### src/design/smem_settings.svh
`ifndef SMEM_SETTINGS_SVH
`define SMEM_SETTINGS_SVH

// ********************
// sizes
// ********************

`define SMEM_NUM_REQS       4   // request lanes
`define SMEM_NUM_BANKS      4   // power of two
`define SMEM_BANK_DEPTH     16  // rows per bank
`define SMEM_WORD_BYTES     4
`define SMEM_TAG_WIDTH      4
`define SMEM_PERF_CTR_BITS  16

// ********************
// derived widths
// ********************

`define SMEM_WORD_WIDTH     (8 * `SMEM_WORD_BYTES)
`define SMEM_BANK_BITS      ($clog2(`SMEM_NUM_BANKS))
`define SMEM_ROW_BITS       ($clog2(`SMEM_BANK_DEPTH))
`define SMEM_ADDR_BITS      (`SMEM_BANK_BITS + `SMEM_ROW_BITS)
`define SMEM_LANE_BITS      ($clog2(`SMEM_NUM_REQS))
`define SMEM_CNT_BITS       ($clog2(`SMEM_NUM_REQS + 1))  // popcount of lanes

`endif

### src/design/smem_pkg.sv
`include "smem_settings.svh"

package smem_pkg;

    // word address, raw or split into row / bank id
    typedef union packed {
        logic [`SMEM_ADDR_BITS-1:0] word;
        struct packed {
            logic [`SMEM_ROW_BITS-1:0]  row;  // high part
            logic [`SMEM_BANK_BITS-1:0] bid;  // low bits pick the bank
        } split;
    } smem_addr_u;

    // ********************
    // lane side
    // ********************

    typedef struct packed {
        logic                          rw;  // 1 = write
        smem_addr_u                    addr;
        logic [`SMEM_WORD_BYTES-1:0]   byteen;
        logic [`SMEM_WORD_WIDTH-1:0]   data;
        logic [`SMEM_TAG_WIDTH-1:0]    tag;
    } core_req_t;

    typedef struct packed {
        logic                          rw;
        logic [`SMEM_WORD_WIDTH-1:0]   data;  // zero for writes
        logic [`SMEM_TAG_WIDTH-1:0]    tag;
    } core_rsp_t;

    // ********************
    // bank side
    // ********************

    typedef struct packed {
        logic                          rw;
        logic [`SMEM_ROW_BITS-1:0]     row;
        logic [`SMEM_WORD_BYTES-1:0]   byteen;
        logic [`SMEM_WORD_WIDTH-1:0]   data;
        logic [`SMEM_LANE_BITS-1:0]    tid;  // lane that owns the request
        logic [`SMEM_TAG_WIDTH-1:0]    tag;
    } bank_req_t;

    typedef struct packed {
        logic                          rw;
        logic [`SMEM_WORD_WIDTH-1:0]   data;
        logic [`SMEM_LANE_BITS-1:0]    tid;
        logic [`SMEM_TAG_WIDTH-1:0]    tag;
    } bank_rsp_t;

endpackage

### src/design/smem_init_ctrl.sv
`timescale 1ns/100ps
`include "smem_settings.svh"

module smem_init_ctrl (
    input  logic                        clk,
    input  logic                        reset,
    output logic                        req_enable,
    output logic                        clr_en,
    output logic [`SMEM_ROW_BITS-1:0]   clr_row
);

    localparam int ROW_BITS = `SMEM_ROW_BITS;
    localparam logic [ROW_BITS-1:0] LAST_ROW = ROW_BITS'(`SMEM_BANK_DEPTH - 1);

    localparam logic ST_CLEAR = 1'b0;
    localparam logic ST_RUN   = 1'b1;

    logic                state;
    logic [ROW_BITS-1:0] row_cnt;

    // ********************
    // clear sequencer
    // ********************

    always_ff @(posedge clk) begin
        if (reset) begin
            state   <= ST_CLEAR;
            row_cnt <= '0;
        end else begin
            case (state)
                ST_CLEAR: begin
                    row_cnt <= row_cnt + 1'b1;
                    if (row_cnt == LAST_ROW) begin
                        state <= ST_RUN;  // all rows zeroed
                    end
                end
                default: begin
                    state <= ST_RUN;
                end
            endcase
        end
    end

    // one row of every bank per cycle
    assign clr_en     = (state == ST_CLEAR);
    assign clr_row    = row_cnt;
    assign req_enable = (state == ST_RUN);

endmodule

### src/design/bank_stall_counter.sv
`timescale 1ns/100ps
`include "smem_settings.svh"

module bank_stall_counter (
    input  logic                             clk,
    input  logic                             reset,
    input  logic                             req_enable,
    input  logic [`SMEM_NUM_REQS-1:0]        lane_valid,
    input  logic [`SMEM_NUM_REQS-1:0]        lane_ready,
    output logic [`SMEM_PERF_CTR_BITS-1:0]   bank_stalls
);

    localparam int NUM_REQS = `SMEM_NUM_REQS;
    localparam int CNT_BITS = `SMEM_CNT_BITS;
    localparam int CTR_BITS = `SMEM_PERF_CTR_BITS;

    logic [CNT_BITS-1:0] stall_cnt;
    logic [CTR_BITS:0]   stall_sum;  // one spare bit for overflow

    // lanes waiting this cycle
    always_comb begin
        stall_cnt = '0;
        for (int i = 0; i < NUM_REQS; i++) begin
            stall_cnt = stall_cnt + CNT_BITS'(lane_valid[i] & ~lane_ready[i]);
        end
    end

    assign stall_sum = {1'b0, bank_stalls} + (CTR_BITS + 1)'(stall_cnt);

    always_ff @(posedge clk) begin
        if (reset) begin
            bank_stalls <= '0;
        end else if (req_enable) begin
            bank_stalls <= stall_sum[CTR_BITS] ? '1 : stall_sum[CTR_BITS-1:0];  // saturate
        end
    end

endmodule

### src/design/bank_req_sel.sv
`timescale 1ns/100ps
`include "smem_settings.svh"

module bank_req_sel (
    input  logic [`SMEM_NUM_REQS-1:0]                        core_req_valid,
    input  smem_pkg::core_req_t [`SMEM_NUM_REQS-1:0]         core_req,
    output logic [`SMEM_NUM_REQS-1:0]                        core_req_ready,
    input  logic                                             req_enable,
    output logic [`SMEM_NUM_BANKS-1:0]                       bank_req_valid,
    output smem_pkg::bank_req_t [`SMEM_NUM_BANKS-1:0]        bank_req,
    input  logic [`SMEM_NUM_BANKS-1:0]                       bank_req_ready
);

    localparam int NUM_REQS  = `SMEM_NUM_REQS;
    localparam int BANK_BITS = `SMEM_BANK_BITS;
    localparam int ROW_BITS  = `SMEM_ROW_BITS;
    localparam int LANE_BITS = `SMEM_LANE_BITS;

    smem_pkg::smem_addr_u [NUM_REQS-1:0]  lane_addr;
    logic [NUM_REQS-1:0][BANK_BITS-1:0]   lane_bid;
    logic [NUM_REQS-1:0][ROW_BITS-1:0]    lane_row;

    // ********************
    // address decode
    // ********************

    always_comb begin
        for (int i = 0; i < NUM_REQS; i++) begin
            lane_addr[i] = '0;
            lane_addr[i].word = core_req[i].addr.word;  // load raw word
            lane_bid[i] = lane_addr[i].split.bid;        // read back split
            lane_row[i] = lane_addr[i].split.row;
        end
    end

    // ********************
    // one lane per bank
    // ********************

    // walk from the top so the lowest valid lane is written last and wins
    always_comb begin
        bank_req_valid = '0;
        bank_req       = '0;
        for (int i = NUM_REQS - 1; i >= 0; i--) begin
            if (core_req_valid[i] && req_enable) begin
                bank_req_valid[lane_bid[i]]      = 1'b1;
                bank_req[lane_bid[i]].rw         = core_req[i].rw;
                bank_req[lane_bid[i]].row        = lane_row[i];
                bank_req[lane_bid[i]].byteen     = core_req[i].byteen;
                bank_req[lane_bid[i]].data       = core_req[i].data;
                bank_req[lane_bid[i]].tid        = LANE_BITS'(i);
                bank_req[lane_bid[i]].tag        = core_req[i].tag;
            end
        end
    end

    // a lane moves only if it owns its bank and the bank can take it
    always_comb begin
        for (int i = 0; i < NUM_REQS; i++) begin
            core_req_ready[i] = bank_req_valid[lane_bid[i]]
                             && (bank_req[lane_bid[i]].tid == LANE_BITS'(i))
                             && core_req_valid[i]
                             && bank_req_ready[lane_bid[i]];
        end
    end

endmodule

### src/design/smem_bank.sv
`timescale 1ns/100ps
`include "smem_settings.svh"

module smem_bank (
    input  logic                        clk,
    input  logic                        reset,
    input  logic                        req_valid,
    input  smem_pkg::bank_req_t         req,
    output logic                        req_ready,
    output logic                        rsp_valid,
    output smem_pkg::bank_rsp_t         rsp,
    input  logic                        rsp_ready,
    input  logic                        clr_en,
    input  logic [`SMEM_ROW_BITS-1:0]   clr_row
);

    localparam int DEPTH      = `SMEM_BANK_DEPTH;
    localparam int WORD_WIDTH = `SMEM_WORD_WIDTH;
    localparam int WORD_BYTES = `SMEM_WORD_BYTES;

    logic [WORD_WIDTH-1:0] mem [DEPTH];
    logic                  req_fire;

    // free slot, or the held response leaves this cycle
    assign req_ready = !rsp_valid || rsp_ready;
    assign req_fire  = req_valid && req_ready;

    // ********************
    // storage
    // ********************

    always_ff @(posedge clk) begin
        if (clr_en) begin
            mem[clr_row] <= '0;
        end else if (req_fire && req.rw) begin
            for (int b = 0; b < WORD_BYTES; b++) begin
                if (req.byteen[b]) begin
                    mem[req.row][b*8 +: 8] <= req.data[b*8 +: 8];
                end
            end
        end
    end

    // ********************
    // response register
    // ********************

    always_ff @(posedge clk) begin
        if (reset) begin
            rsp_valid <= 1'b0;
        end else if (req_fire) begin
            rsp_valid <= 1'b1;
        end else if (rsp_ready) begin
            rsp_valid <= 1'b0;
        end
    end

    always_ff @(posedge clk) begin
        if (req_fire) begin
            rsp.rw   <= req.rw;
            rsp.data <= req.rw ? '0 : mem[req.row];  // old row content on read
            rsp.tid  <= req.tid;
            rsp.tag  <= req.tag;
        end
    end

endmodule

### src/design/bank_rsp_merge.sv
`timescale 1ns/100ps
`include "smem_settings.svh"

module bank_rsp_merge (
    input  logic [`SMEM_NUM_BANKS-1:0]                   bank_rsp_valid,
    input  smem_pkg::bank_rsp_t [`SMEM_NUM_BANKS-1:0]    bank_rsp,
    output logic [`SMEM_NUM_BANKS-1:0]                   bank_rsp_ready,
    output logic [`SMEM_NUM_REQS-1:0]                    core_rsp_valid,
    output smem_pkg::core_rsp_t [`SMEM_NUM_REQS-1:0]     core_rsp,
    input  logic [`SMEM_NUM_REQS-1:0]                    core_rsp_ready
);

    localparam int NUM_REQS  = `SMEM_NUM_REQS;
    localparam int NUM_BANKS = `SMEM_NUM_BANKS;
    localparam int BANK_BITS = `SMEM_BANK_BITS;

    logic [NUM_REQS-1:0][BANK_BITS-1:0] lane_bank;  // bank chosen per lane

    // highest bank first, lower banks overwrite
    always_comb begin
        core_rsp_valid = '0;
        core_rsp       = '0;
        lane_bank      = '0;
        for (int b = NUM_BANKS - 1; b >= 0; b--) begin
            if (bank_rsp_valid[b]) begin
                core_rsp_valid[bank_rsp[b].tid] = 1'b1;
                core_rsp[bank_rsp[b].tid].rw    = bank_rsp[b].rw;
                core_rsp[bank_rsp[b].tid].data  = bank_rsp[b].data;
                core_rsp[bank_rsp[b].tid].tag   = bank_rsp[b].tag;
                lane_bank[bank_rsp[b].tid]      = BANK_BITS'(b);
            end
        end
    end

    // losers keep their response for a later cycle
    always_comb begin
        for (int b = 0; b < NUM_BANKS; b++) begin
            bank_rsp_ready[b] = bank_rsp_valid[b]
                             && (lane_bank[bank_rsp[b].tid] == BANK_BITS'(b))
                             && core_rsp_ready[bank_rsp[b].tid];
        end
    end

endmodule

### src/design/smem_top.sv
`timescale 1ns/100ps
`include "smem_settings.svh"

module smem_top (
    input  logic                                         clk,
    input  logic                                         reset,
    input  logic [`SMEM_NUM_REQS-1:0]                    core_req_valid,
    input  smem_pkg::core_req_t [`SMEM_NUM_REQS-1:0]     core_req,
    output logic [`SMEM_NUM_REQS-1:0]                    core_req_ready,
    output logic [`SMEM_NUM_REQS-1:0]                    core_rsp_valid,
    output smem_pkg::core_rsp_t [`SMEM_NUM_REQS-1:0]     core_rsp,
    input  logic [`SMEM_NUM_REQS-1:0]                    core_rsp_ready,
    output logic [`SMEM_PERF_CTR_BITS-1:0]               bank_stalls,
    output logic                                         init_busy
);

    localparam int NUM_BANKS = `SMEM_NUM_BANKS;

    logic                                   req_enable;
    logic                                   clr_en;
    logic [`SMEM_ROW_BITS-1:0]              clr_row;

    logic [NUM_BANKS-1:0]                   bank_req_valid;
    smem_pkg::bank_req_t [NUM_BANKS-1:0]    bank_req;
    logic [NUM_BANKS-1:0]                   bank_req_ready;
    logic [NUM_BANKS-1:0]                   bank_rsp_valid;
    smem_pkg::bank_rsp_t [NUM_BANKS-1:0]    bank_rsp;
    logic [NUM_BANKS-1:0]                   bank_rsp_ready;

    assign init_busy = !req_enable;

    smem_init_ctrl smem_init_ctrl_inst (
        .clk        (clk),
        .reset      (reset),
        .req_enable (req_enable),
        .clr_en     (clr_en),
        .clr_row    (clr_row)
    );

    bank_stall_counter bank_stall_counter_inst (
        .clk         (clk),
        .reset       (reset),
        .req_enable  (req_enable),
        .lane_valid  (core_req_valid),
        .lane_ready  (core_req_ready),
        .bank_stalls (bank_stalls)
    );

    bank_req_sel bank_req_sel_inst (
        .core_req_valid (core_req_valid),
        .core_req       (core_req),
        .core_req_ready (core_req_ready),
        .req_enable     (req_enable),
        .bank_req_valid (bank_req_valid),
        .bank_req       (bank_req),
        .bank_req_ready (bank_req_ready)
    );

    // ********************
    // banks
    // ********************

    for (genvar b = 0; b < NUM_BANKS; b++) begin : g_bank
        smem_bank smem_bank_inst (
            .clk       (clk),
            .reset     (reset),
            .req_valid (bank_req_valid[b]),
            .req       (bank_req[b]),
            .req_ready (bank_req_ready[b]),
            .rsp_valid (bank_rsp_valid[b]),
            .rsp       (bank_rsp[b]),
            .rsp_ready (bank_rsp_ready[b]),
            .clr_en    (clr_en),
            .clr_row   (clr_row)
        );
    end

    bank_rsp_merge bank_rsp_merge_inst (
        .bank_rsp_valid (bank_rsp_valid),
        .bank_rsp       (bank_rsp),
        .bank_rsp_ready (bank_rsp_ready),
        .core_rsp_valid (core_rsp_valid),
        .core_rsp       (core_rsp),
        .core_rsp_ready (core_rsp_ready)
    );

endmodule

### config.mk
export PLATFORM = sky130hd
export DESIGN_NAME = smem_top
export DESIGN_NICKNAME = d
export VERILOG_FILES = /design/src/design/smem_pkg.sv /design/src/design/smem_init_ctrl.sv /design/src/design/bank_stall_counter.sv /design/src/design/bank_req_sel.sv /design/src/design/smem_bank.sv /design/src/design/bank_rsp_merge.sv /design/src/design/smem_top.sv
export VERILOG_INCLUDE_DIRS = /design/src /design/src/design
export SDC_FILE = /design/constraint.sdc
export NUM_CORES = 2
export LEC_CHECK = 0
export BUFFER_PORTS_ARGS = -buffer_cell sky130_fd_sc_hd__clkbuf_2
export CAP_MARGIN = 20
export CELL_PAD_IN_SITES_DETAIL_PLACEMENT = 1
export CELL_PAD_IN_SITES_GLOBAL_PLACEMENT = 2
export CORE_ASPECT_RATIO = 1.2
export CORE_MARGIN = 5
export CORE_UTILIZATION = 40
export DETAILED_ROUTE_END_ITERATION = 12
export GPL_TIMING_DRIVEN = 1
export PLACE_DENSITY_LB_ADDON = 0.05
export SYNTH_ARGS = -nofsm -noshare
export SYNTH_HDL_FRONTEND = slang
export SYNTH_SLANG_ARGS = --single-unit
### constraint.sdc
create_clock -name clk -period 8 [get_ports clk]
set_input_delay 1.2 -clock clk [delete_from_list [all_inputs] [get_ports clk]]
set_output_delay 1.2 -clock clk [all_outputs]
set_load 0.02 [all_outputs]
# After elaboration in Yosys (flattened, before gate mapping)
# Memory sizes are Yosys's and may differ from the RTL's. A register that Yosys moved wholly into a read port is not among the register bits.
# Cells that the tools add are included.
# word_totals
reg_bits	53
in_bits	198
ramBits	2048
memories	4
# mem_list
name	depth	width	read_ports	rd_clocked_by_memory_dff	wr	line_no	text
g_bank[0].smem_bank_inst.mem	16	32	1	1	1	smem_bank.sv:21	logic [WORD_WIDTH-1:0] mem [DEPTH];
g_bank[1].smem_bank_inst.mem	16	32	1	1	1	smem_bank.sv:21	
g_bank[2].smem_bank_inst.mem	16	32	1	1	1	smem_bank.sv:21	
g_bank[3].smem_bank_inst.mem	16	32	1	1	1	smem_bank.sv:21	
# classes
magnitude_cmp	16
addsub	5
bitwise	24
muxes	278
n_reduce_logical	59
n_eq_ne	7
# op_table
op	count
bitwise mux 188 bit	23
demux 47 bit (select 2 bit)	24
bitwise mux 148 bit	11
demux 37 bit (select 2 bit)	12
two-way mux 188 bit	4
two-way mux 148 bit	4
binary-select mux 47 bit (select 2 bit)	4
bitwise AND 188 bit	1
two-way mux 47 bit	4
two-way mux 46 bit	4
two-way mux 42 bit	4
two-way mux 38 bit	4
bitwise AND 148 bit	1
two-way mux 37 bit	4
two-way mux 36 bit	4
two-way mux 32 bit	4
OR reduction 32 bit	4
two-way mux 4 bit	24
two-way mux 1 bit	95
two-way mux 6 bit	8
logical AND 1 bit	40
two-way mux 8 bit	4
bitwise OR 4 bit	8
binary-select mux 1 bit (select 2 bit)	12
other kinds (23)	82

# Longest topological paths before layout
# logic_depth
depth_word	45
mapped_depth	22
depth_no_buf	19

# Modules after synthesis
# Synthesis repeated with hierarchy kept, for this count alone.
# unflattened
hier_cells	6139
hier_area_um2	97422.2
# by_module_without_submodules
mod	seq_area_each_um2	cells_per_inst	area_each_um2	n_inst
smem_bank at g_bank[1].smem_bank_inst ...	16565.9	1084	21635.8	3
smem_bank at g_bank[0].smem_bank_inst	16565.9	1083	21585.7	1
bank_req_sel	0.0	1120	6014.5	1
bank_rsp_merge	0.0	554	3712.3	1
bank_stall_counter	320.3	110	1006.0	1
smem_init_ctrl	100.1	19	192.7	1
smem_top	0.0	1	3.8	1

# Least setup slack after synthesis
# Ideal clock, no wire load.
# synth_timing
path_kind	in2reg
start	in core_req_valid[2]
end	reg bank_stall_counter_inst.bank_stalls[11]
slack_ps	659
stages	19
arrival_ps	7270
cell_sequence	clkbuf_1 -> and4b_1 -> buf_2 -> nor2_1 -> a22oi_1 -> or3b_2 -> and4_1 -> nor2b_1 -> fa_1 -> ha_1 -> ha_1 -> inv_1 -> fa_1 -> nor2b_1 -> nor2_1 -> nor4_1 -> nand2_1 -> clkbuf_1 -> a21oi_1
# synth_via
elab_chain_len	29
# synth_rtl
element	line_no	text
from (decl)	smem_top.sv:7	input logic [`SMEM_NUM_REQS-1:0] core_req_valid,
logical AND 1 bit *	bank_req_sel.sv:45	if (core_req_valid[i] && req_enable) begin
two-way mux 188 bit	bank_req_sel.sv:45	
bitwise mux 188 bit	bank_req_sel.sv:47	bank_req[lane_bid[i]].rw = core_req[i].rw;
bitwise mux 188 bit	bank_req_sel.sv:48	bank_req[lane_bid[i]].row = lane_row[i];
bitwise mux 188 bit	bank_req_sel.sv:49	bank_req[lane_bid[i]].byteen = core_req[i].byteen;
bitwise mux 188 bit	bank_req_sel.sv:50	bank_req[lane_bid[i]].data = core_req[i].data;
bitwise mux 188 bit	bank_req_sel.sv:51	bank_req[lane_bid[i]].tid = LANE_BITS'(i);
bitwise mux 188 bit	bank_req_sel.sv:52	bank_req[lane_bid[i]].tag = core_req[i].tag;
[12 not listed]	-	
logical AND 1 bit *	bank_req_sel.sv:62	&& core_req_valid[i]
logical AND 1 bit *	bank_req_sel.sv:63	&& bank_req_ready[lane_bid[i]];
named net core_req_ready[1]	smem_top.sv:9	output logic [`SMEM_NUM_REQS-1:0] core_req_ready,
NOT 1 -> 3 bit *	bank_stall_counter.sv:24	stall_cnt = stall_cnt + CNT_BITS'(lane_valid[i] & ~lane_ready[i]);
bitwise AND 1 x 3 -> 3 bit *	bank_stall_counter.sv:24	
adder 3 bit * (3 in series)	bank_stall_counter.sv:24	
adder 16 x 3 -> 17 bit *	bank_stall_counter.sv:28	assign stall_sum = {1'b0, bank_stalls} + (CTR_BITS + 1)'(stall_cnt);
two-way mux 16 bit *	bank_stall_counter.sv:34	bank_stalls <= stall_sum[CTR_BITS] ? '1 : stall_sum[CTR_BITS-1:0];
to (signal assigned)	bank_stall_counter.sv:34	
to (decl)	bank_stall_counter.sv:10	output logic [`SMEM_PERF_CTR_BITS-1:0] bank_stalls
# Mark *: on every way through the listed nets, which the timed path passes. The rest lies on a longest branch. The select of a mux whose other input is x is not followed.
# A chain may end at the register's enable or synchronous reset.

# Worst setup path after layout
# layout_timing
start	reg g_bank[0].smem_bank_inst.rsp[5] in the netlist's numbering
end	reg bank_stall_counter_inst.bank_stalls[13]
# layout_via
elab_chain_len	23
# layout_rtl
element	line_no	text
from (decl)	smem_bank.sv:11	output smem_pkg::bank_rsp_t rsp,
< comparator 2 x 3 -> 1 bit (implied by the code) or greater-or-equal comparator 2 x 1 -> 1 bit (tied branches)	bank_rsp_merge.sv:30	lane_bank[bank_rsp[b].tid] = BANK_BITS'(b);
logical AND 1 bit (implied by the code)	bank_rsp_merge.sv:30	
two-way mux 2 bit (implied by the code)	bank_rsp_merge.sv:30	
demux 2 bit (select 2 bit)	-	
NOT 8 bit (no line)	-	
bitwise AND 8 bit (no line)	-	
two-way mux 8 bit	bank_rsp_merge.sv:25	if (bank_rsp_valid[b]) begin
binary-select mux 2 bit (select 2 bit)	bank_rsp_merge.sv:39	&& (lane_bank[bank_rsp[b].tid] == BANK_BITS'(b))
[6 not listed]	-	
two-way mux 1 bit (implied by the code)	bank_req_sel.sv:63	
logical AND 1 bit	bank_req_sel.sv:63	
NOT 1 -> 3 bit	bank_stall_counter.sv:24	
bitwise AND 1 x 3 -> 3 bit	bank_stall_counter.sv:24	
adder 3 bit (2 in series)	bank_stall_counter.sv:24	
adder 3 bit *	bank_stall_counter.sv:24	
adder 16 x 3 -> 17 bit *	bank_stall_counter.sv:28	
two-way mux 16 bit *	bank_stall_counter.sv:34	
# Mark *: on every way between the ends. The rest lies on a longest branch, timed or not. The select of a mux whose other input is x is not followed.

==> impl_metrics.yaml <==
run_status:
  run_status: "finished, final reports clean"
die:
  io_pins: 371
  coreArea_um2: 240000
  die-area_um2: 252000
  initial_utilization_pct: 40.2
  die_x_um: 459
  fp.dieH_um: 548
  num_rows: 197
sta:
  hold_violations: 0
  slew_headroom_pct: 11.8
  rsz0062_at_grt: "false"
  fin_crit_ns: 6.57
  max_freq_ghz: 0.152
  worst_pin_slew_ns: 1.32
  fin_crit_sh_pct: 82.1
  clock_skew_ns: 0.0554
  setup_violations: 0
  slew_viol_final: 0
  setup-tns-final_ns: 0
clock_network:
  cts_tree: "yes"
  hold_buffers: 0
  path_clk_slew_ns: 0.07
  cts_buffer_depth: 4
  clk_latency_ns: 0.92
  cts.repair.resized: 0
  post_cts_buffers: 0
  clock-sinks: 2229
  numCtsBuffers: 233
  h-tree-depth: 4
  cts-root-buf: "clkbuf_16"
yosys:
  synth_fp_nets: 7403
  synthFlopType: "edfxtp_1"
  ys_types: 85
  syn_area_um2: 96600
  avgSynthCellArea_um2: 13.4
  async_reset_ff_share_pct: 0
  synthCells: 7197
  ys_ff_latch: 2229
  ys_seq_area_share_pct: 69.0
  synth-edff-count: 2204
  synthTopCellsByArea: "edfxtp_1 68%, mux4_2 5.2%, nand2_1 4.0%"
  yosys.area.top_type: "edfxtp_1"
  yosys.area.top_type_share_pct: 68.5
  ys_warn_count: 0
worst_setup_path:
  cp-start-kind: "register"
  worstPathMaxFanout: 28
  cp-end-kind: "register"
  cp_cell_sequence: "nand3b_1 > buf_4 > a21oi_1 > nor4_1 > o31ai_1 > o311ai_0 > o311ai_0 > a31oi_1 > nor2b_1 > fa_1 > ha_1 > ha_1 > inv_1 > fa_1 > nor2b_1 > nor2_1 > nor4_1 > nand2_1 > a21oi_1"
  slowest_stage: "nor4_1"
  critPathKind: "reg -> reg"
  arrival_ns: 7.38
  cp.required_ns: 8.81
  cpPeakStageDelay_ns: 0.59
grt:
  grt_pass1_vias: 67200
  grt_max_degree: 143
  grt_overflow: 0
  grt_pass1_wl_um: 561000
  antenna_found_initial: 83
  grt_use_total_pct: 31.9
final_layout:
  final_cells: 11000
  syn_to_final_growth_pct: 14.1
  drive_above_1_share_pct: 17.2
  nNetsFinal: 7741
placement:
  hpwl_um: 291000
  port_buffers: 370
  placedCellCount: 10400
  place.gp.congestion: 0.943
routing:
  drc_errors: 0
  totalWireLength_um: 411000
  ant_nets: 0
  vias_per_cell: 6.18
  drt_pass1_iterations: 6
  vias: 67700
  drt_iter0_markers: 7271
  wl_per_cell_um: 37.5
pwr:
  powerDensity_nw_per_um2: 220
  ir_worst_vdd_mv: 0.184
  p_leak_nw: 39.8
run:
  cap_violations: 0
min_path:
  hp-class: "reg -> reg"
## cells by family after synthesis
kind of cell               after synthesis  synth area share [%]
adders and majority gates                8                 0.119
DFF                                   2229                  69.0
xor gates and xnor gates                15                 0.136
buffers and inverters                  559                  2.48
and+or+nand+nor                       2738                  12.3
AOI/OAI and AO/OA                     1254                  8.99
muxes                                  394                  6.98
## path summary, 6_finish.rpt
kind / start / endpoint / slack [ns] / depth (start not counted)
max reg2reg: g_bank[0].smem_bank_inst.rsp[5]$_DFFE_PP_ / bank_stall_counter_inst.bank_stalls[13]$_SDFFE_PP0P_ / 1.43 / 19
min reg2reg: bank_stall_counter_inst.bank_stalls[0]$_SDFFE_PP0P_ / bank_stall_counter_inst.bank_stalls[0]$_SDFFE_PP0P_ / 0.55 / 2
min: bank_stall_counter_inst.bank_stalls[0]$_SDFFE_PP0P_ / bank_stall_counter_inst.bank_stalls[0]$_SDFFE_PP0P_ / 0.55 / 2
max: g_bank[0].smem_bank_inst.rsp[5]$_DFFE_PP_ / bank_stall_counter_inst.bank_stalls[13]$_SDFFE_PP0P_ / 1.43 / 19
## through the flow
| stage | cell area [um2] | hold slack (ns) | power, W | utilization [%] | worst slack (ns) |
|---|---|---|---|---|---|
| global placement | 102000 | 0.546 | 0.0140 | 42.6 | 1.14 |
| global route | 110000 | 0.582 | 0.0250 | 45.9 | 0.961 |
| floorplan | 96600 | 0.573 | 0.0135 | - | 0.659 |
| detailed placement | 103000 | 0.538 | 0.0140 | 42.7 | 1.07 |
| CTS | 110000 | 0.547 | 0.0244 | 45.7 | 1.35 |
| finish | 110000 | 0.547 | 0.0243 | 45.9 | 1.43 |
## cell usage in the layout, fill, tap and decap left out, types with 61 or more instances in the layout
cell       count
edfxtp_1    2204
o21ai_1       61
clkbuf_16    234
mux4_2       223
a221o_1       81
a21oi_1      233
mux2i_1      164
buf_4        251
o21ai_0      242
nor3_1       152
nand4_1      107
nor2_1       766
clkbuf_2     370
nand3_1      512
a221oi_1     231
nand2_1     1030
o22ai_1       87
## area by class of cell
type / instances / area [um2]
multi-input cells: 4409 / 28000
repair buffers: 651 / 4220
flip-flops and latches: 2229 / 66700
diodes: 59 / 148
fillers: 24300 / 130000
inverters: 11 / 41.3
clock inverters: 130 / 1060
well taps: 3184 / 3980
clock buffers: 292 / 6110
## report_power, final
part	switching [W]	leakage (nW)	total [W]	internal, W
Combinational	0.000615	13.0	0.000813	0.000198
Sequential	0.0000516	23.4	0.0130	0.0129
Clock	0.00465	3.52	0.0105	0.00587
Total	0.00532	39.8	0.0243	0.0190
## layer usage
| layer | vias up | GRT usage, % | wire [um] |
|---|---|---|---|
| met5 | - | 0.247 | 213 |
| met4 | 34 | 16.7 | 24600 |
| met3 | 728 | 6.37 | 30300 |
| met2 | 2915 | 51.1 | 194000 |
| met1 | 35500 | 41.2 | 162000 |
| li1 | 28500 | - | - |
## state kept, by name, indices dropped and copies added (netlist names)
signal,flops
g_bank.smem_bank_inst.mem,2048
bank_stall_counter_inst.bank_stalls,16
smem_init_ctrl_inst.clr_row,4
smem_init_ctrl_inst.req_enable,1
g_bank.smem_bank_inst.rsp,156
g_bank.smem_bank_inst.rsp_valid,4
## Yosys cell counts, types with 10 or more instances
library cell / count
o21ai_1: 63
nor3_1: 153
a32oi_1: 34
buf_4: 17
buf_1: 33
mux2i_1: 164
a31oi_1: 58
o221ai_1: 33
a21oi_1: 237
nand2_1: 1030
a221oi_1: 232
buf_2: 155
mux4_2: 223
o22ai_1: 87
a221o_1: 82
inv_1: 10
clkbuf_1: 336
nor2b_1: 17
o31ai_1: 42
dfxtp_1: 25
edfxtp_1: 2204
a22oi_1: 32
nand3_1: 513
nor2_1: 804
nand4_1: 107
o21ai_0: 242
a21o_1: 33
and3_1: 36
## critical path, delay by kind of cell, from the launching register on
family	cells	cell delay, ns
simple gates	7	2.22
buf+inv	2	0.50
compound gates	6	1.71
flops	1	0.55
fa+ha+maj	4	1.48
Note: power is estimated with default switching activity, not from simulation.
